<file path="config.mk">
export PLATFORM = sky130hd
export DESIGN_NAME = disp_top
export DESIGN_NICKNAME = d
export VERILOG_FILES = /design/src/source/vid_pkg.sv /design/src/source/avm_pkg.sv /design/src/source/disp_top.sv /design/src/source/vga_timing.sv /design/src/source/disp_fifo.sv /design/src/source/disp_ctrl.sv
export VERILOG_INCLUDE_DIRS = /design/src /design/src/source
export SDC_FILE = /design/constraint.sdc
export NUM_CORES = 1
export LEC_CHECK = 0
export BUFFER_PORTS_ARGS = -buffer_cell sky130_fd_sc_hd__buf_2
export CAP_MARGIN = 20
export CORE_UTILIZATION = 35
export DETAILED_ROUTE_END_ITERATION = 12
export SYNTH_ARGS = -nofsm -noshare
export SYNTH_HDL_FRONTEND = slang
export SYNTH_SLANG_ARGS = --single-unit
</file>
<file path="constraint.sdc">
create_clock -name CLK -period 6 [get_ports CLK]
set_input_delay 1.2 -clock CLK [delete_from_list [all_inputs] [get_ports CLK]]
set_output_delay 1.2 -clock CLK [all_outputs]
set_load 0.005 [all_outputs]
</file>
<file path="src/source/disp_config.svh">
/*
 * display path configuration
 * bus widths, burst geometry, pixel FIFO depth and raster timing
 */
`ifndef DISP_CONFIG_SVH
`define DISP_CONFIG_SVH

// Avalon-MM read port
`define DISP_ADDR_W       26     // byte address
`define DISP_DATA_W       16     // one RGB565 pixel per beat

// fixed burst geometry of the video memory
`define DISP_BURST_LEN    16
`define DISP_BURST_BYTES  32     // 16 beats of 2 bytes

`define DISP_FIFO_DEPTH   64     // power of two

// raster geometry in pixels and lines
`define DISP_H_ACTIVE     640
`define DISP_V_ACTIVE     480
`define DISP_H_BLANK      160
`define DISP_V_BLANK      45

// sync pulses, measured from the end of active video
`define DISP_H_FP         16
`define DISP_H_SYNC       96
`define DISP_V_FP         10
`define DISP_V_SYNC       2

`endif
</file>
<file path="src/source/vid_pkg.sv">
/*
 * video path types
 * fetch FSM states, RGB565 pixel and the raster output bundle
 */
`include "disp_config.svh"

package vid_pkg;

    typedef enum logic [1:0] {
        HALT,       // idle until next start edge
        SETADDR,    // read command pending on the bus
        READING,    // collecting the 16 burst beats
        WAITING     // FIFO has no room for another burst
    } fetch_state_e;

    // r[15:11] g[10:5] b[4:0]
    typedef logic [`DISP_DATA_W-1:0] pixel_t;

    typedef struct packed {
        logic   hsync;  // active high
        logic   vsync;  // active high
        logic   de;
        pixel_t pix;    // zero outside active area
    } vid_out_t;

endpackage

</file>
<file path="src/source/avm_pkg.sv">
/*
 * Avalon-MM read port types
 * request from the burst read master, response from the video memory
 */
`include "disp_config.svh"

package avm_pkg;

    // master side, read command with byte address
    typedef struct packed {
        logic [`DISP_ADDR_W-1:0] address;
        logic                    read;
    } avm_req_t;

    // slave side, stall and returned beats
    typedef struct packed {
        logic                    waitrequest;
        logic                    readdatavalid;
        logic [`DISP_DATA_W-1:0] readdata;
    } avm_rsp_t;

endpackage

</file>
<file path="src/source/disp_top.sv">
/*
 * frame buffer display path
 * burst fetch master, pixel FIFO and raster timing generator
 */
`timescale 1ns/1ps
`include "disp_config.svh"

module disp_top #(
    parameter int H_ACTIVE = `DISP_H_ACTIVE,
    parameter int H_BLANK  = `DISP_H_BLANK,
    parameter int V_ACTIVE = `DISP_V_ACTIVE,
    parameter int V_BLANK  = `DISP_V_BLANK
) (
    input  logic                    CLK,
    input  logic                    RST,
    input  logic                    disp_on,
    input  logic [`DISP_ADDR_W-1:0] disp_addr,
    output avm_pkg::avm_req_t       avm_req,
    input  avm_pkg::avm_rsp_t       avm_rsp,
    output vid_pkg::vid_out_t       vid,
    output logic                    underrun
);
    import vid_pkg::*;

    logic   vblank;
    logic   fifo_ready;
    logic   push;
    pixel_t push_data;
    logic   pop;
    pixel_t head;

    disp_ctrl #(
        .H_ACTIVE (H_ACTIVE),
        .V_ACTIVE (V_ACTIVE)
    ) i_ctrl (
        .CLK        (CLK),
        .RST        (RST),
        .disp_on    (disp_on),
        .disp_addr  (disp_addr),
        .vblank     (vblank),
        .fifo_ready (fifo_ready),
        .avm_req    (avm_req),
        .avm_rsp    (avm_rsp),
        .push       (push),
        .push_data  (push_data)
    );

    disp_fifo i_fifo (
        .CLK        (CLK),
        .RST        (RST),
        .push       (push),
        .push_data  (push_data),
        .pop        (pop),
        .head       (head),
        .fifo_ready (fifo_ready),
        .underrun   (underrun)
    );

    vga_timing #(
        .H_ACTIVE (H_ACTIVE),
        .H_BLANK  (H_BLANK),
        .V_ACTIVE (V_ACTIVE),
        .V_BLANK  (V_BLANK)
    ) i_timing (
        .CLK    (CLK),
        .RST    (RST),
        .head   (head),
        .pop    (pop),
        .vblank (vblank),
        .vid    (vid)
    );

endmodule

</file>
<file path="src/source/vga_timing.sv">
/*
 * raster timing generator
 * horizontal and vertical counters, registered sync and data enable,
 * pops one FIFO pixel per active cycle
 */
`timescale 1ns/1ps
`include "disp_config.svh"

module vga_timing #(
    parameter int H_ACTIVE = `DISP_H_ACTIVE,
    parameter int H_BLANK  = `DISP_H_BLANK,
    parameter int V_ACTIVE = `DISP_V_ACTIVE,
    parameter int V_BLANK  = `DISP_V_BLANK
) (
    input  logic              CLK,
    input  logic              RST,
    input  vid_pkg::pixel_t   head,
    output logic              pop,
    output logic              vblank,
    output vid_pkg::vid_out_t vid
);
    localparam int H_TOTAL  = H_ACTIVE + H_BLANK;
    localparam int V_TOTAL  = V_ACTIVE + V_BLANK;
    localparam int HW       = $clog2(H_TOTAL);
    localparam int VW       = $clog2(V_TOTAL);
    localparam int HS_START = H_ACTIVE + `DISP_H_FP;
    localparam int HS_END   = HS_START + `DISP_H_SYNC;
    localparam int VS_START = V_ACTIVE + `DISP_V_FP;
    localparam int VS_END   = VS_START + `DISP_V_SYNC;

    logic [HW-1:0] h_cnt;
    logic [VW-1:0] v_cnt;
    logic          h_last;
    logic          v_last;
    logic          de_c;
    logic          hsync_c;
    logic          vsync_c;
    logic          de_q;
    logic          hsync_q;
    logic          vsync_q;

    assign h_last = (h_cnt == HW'(H_TOTAL - 1));
    assign v_last = (v_cnt == VW'(V_TOTAL - 1));

    // reset starts on the first active line
    always_ff @(posedge CLK) begin
        if (RST) begin
            h_cnt <= '0;
            v_cnt <= '0;
        end else begin
            h_cnt <= h_last ? '0 : h_cnt + 1'b1;
            if (h_last) begin
                v_cnt <= v_last ? '0 : v_cnt + 1'b1;
            end
        end
    end

    assign de_c    = (h_cnt < H_ACTIVE) && (v_cnt < V_ACTIVE);
    assign hsync_c = (h_cnt >= HS_START) && (h_cnt < HS_END);
    assign vsync_c = (v_cnt >= VS_START) && (v_cnt < VS_END);

    always_ff @(posedge CLK) begin
        if (RST) begin
            de_q    <= 1'b0;
            hsync_q <= 1'b0;
            vsync_q <= 1'b0;
            vblank  <= 1'b0;
        end else begin
            de_q    <= de_c;
            hsync_q <= hsync_c;
            vsync_q <= vsync_c;
            vblank  <= (v_cnt >= V_ACTIVE);     // all blanking lines
        end
    end

    assign pop = de_q;  // head leaves on the cycle it is shown

    always_comb begin
        vid.hsync = hsync_q;
        vid.vsync = vsync_q;
        vid.de    = de_q;
        vid.pix   = de_q ? head : '0;
    end

endmodule

</file>
<file path="src/source/disp_fifo.sv">
/*
 * pixel FIFO
 * show-ahead circular buffer between the fetch master and the raster,
 * ready level keeps room for a whole burst, sticky underrun flag
 */
`timescale 1ns/1ps
`include "disp_config.svh"

module disp_fifo (
    input  logic            CLK,
    input  logic            RST,
    input  logic            push,
    input  vid_pkg::pixel_t push_data,
    input  logic            pop,
    output vid_pkg::pixel_t head,
    output logic            fifo_ready,
    output logic            underrun
);
    import vid_pkg::*;

    localparam int DEPTH = `DISP_FIFO_DEPTH;
    localparam int PW    = $clog2(DEPTH);
    localparam int CW    = $clog2(DEPTH + 1);
    localparam int UW    = CW + 1;
    localparam int BW    = $clog2(`DISP_BURST_LEN);

    localparam logic [UW-1:0] READY_LIMIT = UW'(DEPTH - `DISP_BURST_LEN);

    pixel_t        mem [DEPTH];
    logic [PW-1:0] wr_ptr;
    logic [PW-1:0] rd_ptr;
    logic [CW-1:0] count;
    logic [BW-1:0] beat_cnt;
    logic [CW-1:0] reserved;
    logic [UW-1:0] used;
    logic          empty;
    logic          full;
    logic          wr_en;
    logic          rd_en;

    assign empty = (count == '0);
    assign full  = (count == CW'(DEPTH));
    assign wr_en = push && !full;
    assign rd_en = pop && !empty;

    always_ff @(posedge CLK) begin
        if (wr_en) begin
            mem[wr_ptr] <= push_data;
        end
    end

    always_ff @(posedge CLK) begin
        if (RST) begin
            wr_ptr <= '0;
            rd_ptr <= '0;
            count  <= '0;
        end else begin
            if (wr_en) wr_ptr <= wr_ptr + 1'b1;     // wraps at DEPTH
            if (rd_en) rd_ptr <= rd_ptr + 1'b1;
            case ({wr_en, rd_en})
                2'b10:   count <= count + 1'b1;
                2'b01:   count <= count - 1'b1;
                default: count <= count;
            endcase
        end
    end

    // position inside the current burst, back to zero after beat 16
    always_ff @(posedge CLK) begin
        if (RST) begin
            beat_cnt <= '0;
        end else if (push) begin
            beat_cnt <= beat_cnt + 1'b1;
        end
    end

    // beats of the open burst still on their way
    assign reserved = (beat_cnt == '0) ? '0 : CW'(`DISP_BURST_LEN) - CW'(beat_cnt);
    assign used       = {1'b0, count} + {1'b0, reserved};
    assign fifo_ready = (used <= READY_LIMIT);

    always_ff @(posedge CLK) begin
        if (RST) begin
            underrun <= 1'b0;
        end else if (pop && empty) begin
            underrun <= 1'b1;   // held until reset
        end
    end

    assign head = mem[rd_ptr];

endmodule

</file>
<file path="src/source/disp_ctrl.sv">
/*
 * display fetch controller
 * Avalon-MM burst read master, walks one frame of video memory
 * per vertical blanking edge and pushes the beats into the pixel FIFO
 */
`timescale 1ns/1ps
`include "disp_config.svh"

module disp_ctrl #(
    parameter int H_ACTIVE = `DISP_H_ACTIVE,
    parameter int V_ACTIVE = `DISP_V_ACTIVE
) (
    input  logic                    CLK,
    input  logic                    RST,
    input  logic                    disp_on,
    input  logic [`DISP_ADDR_W-1:0] disp_addr,
    input  logic                    vblank,
    input  logic                    fifo_ready,
    output avm_pkg::avm_req_t       avm_req,
    input  avm_pkg::avm_rsp_t       avm_rsp,
    output logic                    push,
    output vid_pkg::pixel_t         push_data
);
    import vid_pkg::*;

    localparam int AW = `DISP_ADDR_W;
    localparam int BW = $clog2(`DISP_BURST_LEN);
    localparam int FRAME_SIZE = H_ACTIVE * V_ACTIVE * (`DISP_DATA_W / 8);

    localparam logic [AW-1:0] FRAME_BYTES = AW'(FRAME_SIZE);
    localparam logic [AW-1:0] BURST_STEP  = AW'(`DISP_BURST_BYTES);
    localparam logic [BW-1:0] LAST_BEAT   = BW'(`DISP_BURST_LEN - 1);

    fetch_state_e  state;
    fetch_state_e  state_nxt;
    logic [1:0]    vblank_q;
    logic          start;
    logic [AW-1:0] base_q;
    logic [AW-1:0] addr_cnt;
    logic [BW-1:0] beat_cnt;
    logic          cmd_accept;
    logic          last_beat;
    logic          frame_end;

    // vblank rising edge, one cycle after it is first sampled
    always_ff @(posedge CLK) begin
        if (RST) begin
            vblank_q <= 2'b00;
        end else begin
            vblank_q <= {vblank_q[0], vblank};
        end
    end

    assign start = disp_on && (vblank_q == 2'b01);

    assign cmd_accept = (state == SETADDR) && !avm_rsp.waitrequest;
    assign last_beat  = avm_rsp.readdatavalid && (beat_cnt == LAST_BEAT);
    assign frame_end  = (addr_cnt == FRAME_BYTES);

    // base is sampled once per frame, so a change lands on the next fetch
    always_ff @(posedge CLK) begin
        if (state == HALT && start) begin
            base_q <= disp_addr;
        end
    end

    // byte offset into the frame
    always_ff @(posedge CLK) begin
        if (RST) begin
            addr_cnt <= '0;
        end else if (state == HALT && start) begin
            addr_cnt <= '0;
        end else if (cmd_accept) begin
            addr_cnt <= addr_cnt + BURST_STEP;
        end
    end

    always_ff @(posedge CLK) begin
        if (RST) begin
            beat_cnt <= '0;
        end else if (state == SETADDR) begin
            beat_cnt <= '0;
        end else if (avm_rsp.readdatavalid) begin
            beat_cnt <= beat_cnt + 1'b1;
        end
    end

    always_ff @(posedge CLK) begin
        if (RST) begin
            state <= HALT;
        end else begin
            state <= state_nxt;
        end
    end

    always_comb begin
        state_nxt = state;
        case (state)
            HALT: begin
                if (start) state_nxt = SETADDR;
            end
            SETADDR: begin
                if (!avm_rsp.waitrequest) state_nxt = READING;
            end
            READING: begin
                if (last_beat) begin
                    if (frame_end) begin
                        state_nxt = HALT;       // whole frame fetched
                    end else if (!fifo_ready) begin
                        state_nxt = WAITING;
                    end else begin
                        state_nxt = SETADDR;
                    end
                end
            end
            WAITING: begin
                if (fifo_ready) state_nxt = SETADDR;
            end
            default: state_nxt = HALT;
        endcase
    end

    assign avm_req.address = base_q + addr_cnt;
    assign avm_req.read    = (state == SETADDR);

    // every returned beat goes straight to the FIFO
    assign push      = avm_rsp.readdatavalid;
    assign push_data = avm_rsp.readdata;

endmodule

</file>
==> flow_metrics.py <==
metrics = {
    "finish": {
        "area_delta_synth_final_pct": 15.19,
        "most-common-layout-cells": "edfxtp_1, mux4_2, nor2_1",
        "n_antenna_cell": 0,
        "nets": 2592,
        "mostFrequentLayoutCell": "edfxtp_1",
        "drive_above_1_share_pct": 25.75,
    },
    "global_route": {
        "grt_pass1_wl_um": 159200,
        "first_global_vias": 23212,
        "grt_overflow": 0,
        "grt_max_degree": 69,
        "grtUsageTotal_pct": 16.73,
        "antenna_found_initial": 0,
    },
    "clock_network": {
        "cts_root_buf": "clkbuf_16",
        "clock_path_buffers": 3,
        "cts_max_level": 3,
        "cts.repair.resized": 0,
        "cts_tree": "yes",
        "holdBufCountCts": 0,
        "cts.sinks": 1133,
        "worstSkewPairLatency_ns": 0.75,
        "post_cts_buffers": 0,
        "cts_buffers": 115,
        "clk_pin_slew_ns": 0.06,
    },
    "setup_path": {
        "start_kind": "flip-flop",
        "path_delay_family": "compound AO/OA/AOI/OAI gates",
        "worst-path-buf-inv": 3,
        "path_common_cell": "buf_4",
        "worstReg2RegStart": "i_fifo.count[4]",
        "worstSetupPathType": "flip-flop to primary output",
        "critPathCaptureType": "primary output",
        "max_stage_delay_ns": 0.85,
        "path_max_fanout": 39,
        "worstPathCellList": "buf_4 > buf_4 > mux4_2 > mux2i_1 > a22oi_1 > nand2_1 > o21ai_0 > buf_2",
        "cp_slowest_cell": "dfxtp_4",
        "critical_path_arrival_ns": 4.00,
        "cp.required_ns": 4.80,
    },
    "routing": {
        "drcViolationCount": 0,
        "dr.pass1.iters": 7,
        "vias_per_cell": 5.344,
        "drt_iter0_markers": 2351,
        "wl_per_cell_um": 25.72,
        "via_count": 22742,
        "ant_nets": 0,
        "drt-total-wl_um": 109400,
    },
    "sta": {
        "fmax_mhz": 192.1,
        "rsz0062_at_grt": "false",
        "fin_worst_skew_ns": 0.08653,
        "hold_viol": 0,
        "slew_headroom_pct": 38.01,
        "worst_hold_slack_ns": 0.4503,
        "worstMarginPinSlew_ns": 0.9286,
        "finalSetupViolCount": 0,
        "period_share_pct": 86.75,
        "finalMaxSlewViolations": 0,
        "fin_tns_setup_ns": 0,
        "fin_crit_ns": 5.205,
    },
    "yosys": {
        "yosys_register_bits": 1133,
        "synth_largest_area_cell": "edfxtp_1",
        "syn_inst": 2296,
        "synth_cell_types": 54,
        "syn-mean-instance-area_um2": 19.65,
        "syn_nets": 2391,
        "synth-edff-count": 1050,
        "ys_async_sr_fraction_pct": 0,
        "synth_area_mm2": 0.04512,
        "synth-seq-area-share_pct": 73.56,
        "ys.warnings.count": 0,
        "ys.flop_type": "edfxtp_1",
        "synth_top_area_share_pct": 69.87,
        "synth_area_leaders": "edfxtp_1, mux4_2, dfxtp_1",
    },
    "worst_hold_path": {
        "hold_path.class": "flip-flop to flip-flop",
        "min_from": "i_timing.vblank",
    },
    "floorplan": {
        "die-area_mm2": 0.1304,
        "ios": 94,
        "chipWidth_um": 361.1,
        "die_h_um": 361.1,
        "initial_core_util_pct": 35.34,
        "num_rows": 131,
        "fp.coreArea_mm2": 0.1277,
    },
    "placement": {
        "gp_congestion": 0.8604,
        "port_buffers": 93,
        "dp_hpwl_um": 66010,
    },
    "run": {
        "cap_violations": 0,
    },
    "pwr": {
        "p_leak_nw": 16.41,
        "vdd_drop_max_mv": 0.2467,
        "powerDensity_mw_per_mm2": 362.9,
    },
    "run_status": {
        "status": "finished clean",
    },
}
routing by layer:
layer,part of all wire (%),vias to the layer above,track usage [%]
met3,7.7,170,3.665
met4,2.5,0,4.748
li1,-,9703,-
met1,40,11978,21.94
met5,0,-,0
met2,49,891,27.89
synth_stat cells (all sizes together) (3+ instances only):
cell type     n
and3         13
or2           5
nor2        151
a22oi        47
nand4        20
mux2i       106
nor4b         6
a21oi        42
ha           45
xnor2        28
o21a          4
nor3         12
nand3b        3
mux4        272
a21o         18
nor4          5
o21bai        4
o211ai        8
xor2         43
buf          80
edfxtp     1050
inv          33
a211oi        3
nand3        26
nand2        55
dfxtp        83
o21ai        33
and2          4
or3           8
nor2b        14
nor3b         4
fa            3
nand2b       11
clkbuf       39
cells by family after synthesis:
| family | synth area share (%) |
|---|---|
| AND/OR/NAND/NOR | 3.557 |
| adder cells (fa/ha/maj) | 1.381 |
| XOR/XNOR | 1.378 |
| buffers and inverters | 1.689 |
| multiplexers | 15.95 |
| flip-flops | 73.56 |
| AO/OA/AOI/OAI | 2.487 |
state kept, by name, indices dropped and copies added (netlist names), named ones only:
signal and cells:
i_timing.vsync_q 1, i_fifo.beat_cnt 4, i_fifo.count 7, i_ctrl.vblank_q 2
i_timing.vblank 1, i_timing.h_cnt 10, i_timing.hsync_q 1, i_fifo.wr_ptr 6
i_fifo.rd_ptr 6, i_ctrl.state 2, i_timing.pop 1, i_ctrl.beat_cnt 4
i_ctrl.base_q 26, i_fifo.mem 1024, i_timing.v_cnt 10, i_ctrl.addr_cnt 21
i_fifo.underrun 1
stage by stage:
| stage | utilization [%] | instance area [µm²] | worst slack [ns] | cells | power [mW] |
|---|---|---|---|---|---|
| final | 40.71 | 51980 | 0.7952 | 4256 | 18.86 |
| after global routing | 40.71 | 51980 | 0.7585 | 4256 | 19.48 |
| after CTS | 40.68 | 51940 | 0.8661 | 4254 | 19.04 |
| after detailed placement | 37.60 | 48010 | 1.617 | 4040 | 11.70 |
| after global placement | 37.57 | 47970 | 1.641 | 4038 | 11.65 |
| after floorplan | - | 45120 | 1.910 | 2296 | 10.81 |
worst paths after layout:
check / endpoint / cells after the start / slack, ns
setup / recovery: vid[14] / 8 / 0.80
hold / removal: i_ctrl.vblank_q[0] / 1 / 0.45
setup reg to reg: i_fifo.count[6] / 13 / 2.50
hold reg to reg: i_ctrl.vblank_q[0] / 1 / 0.45
worst reg2reg max path, stage by stage (launching register included):
cell      delay (ns)
dfxtp_1         0.38
nor4_1          0.25
nand3_1         0.13
o21a_1          0.31
inv_1           0.24
ha_1            0.35
ha_1            0.31
nor2b_1         0.15
o21ai_0         0.16
nand2b_1        0.12
a21o_1          0.19
a21oi_1         0.21
mux2i_1         0.23
mux2_2          0.35
final cells by class:
| class | count | area [µm²] |
|---|---|---|
| well taps | 1662 | 2079 |
| clock buffers | 131 | 2988 |
| fillers | 11156 | 75700 |
| multi-input cells | 1011 | 11190 |
| flip-flops and latches | 1133 | 33200 |
| repair buffers | 203 | 1454 |
| clock inverters | 83 | 938.4 |
| inverters | 33 | 123.9 |
report_power, final:
group          switching (mW)  internal [mW]  leakage [nW]
logic                    1.46           1.22          4.38
registers               0.105           8.72          10.1
clock network            3.09           4.27          1.91
(Power assumes the default switching activity.)
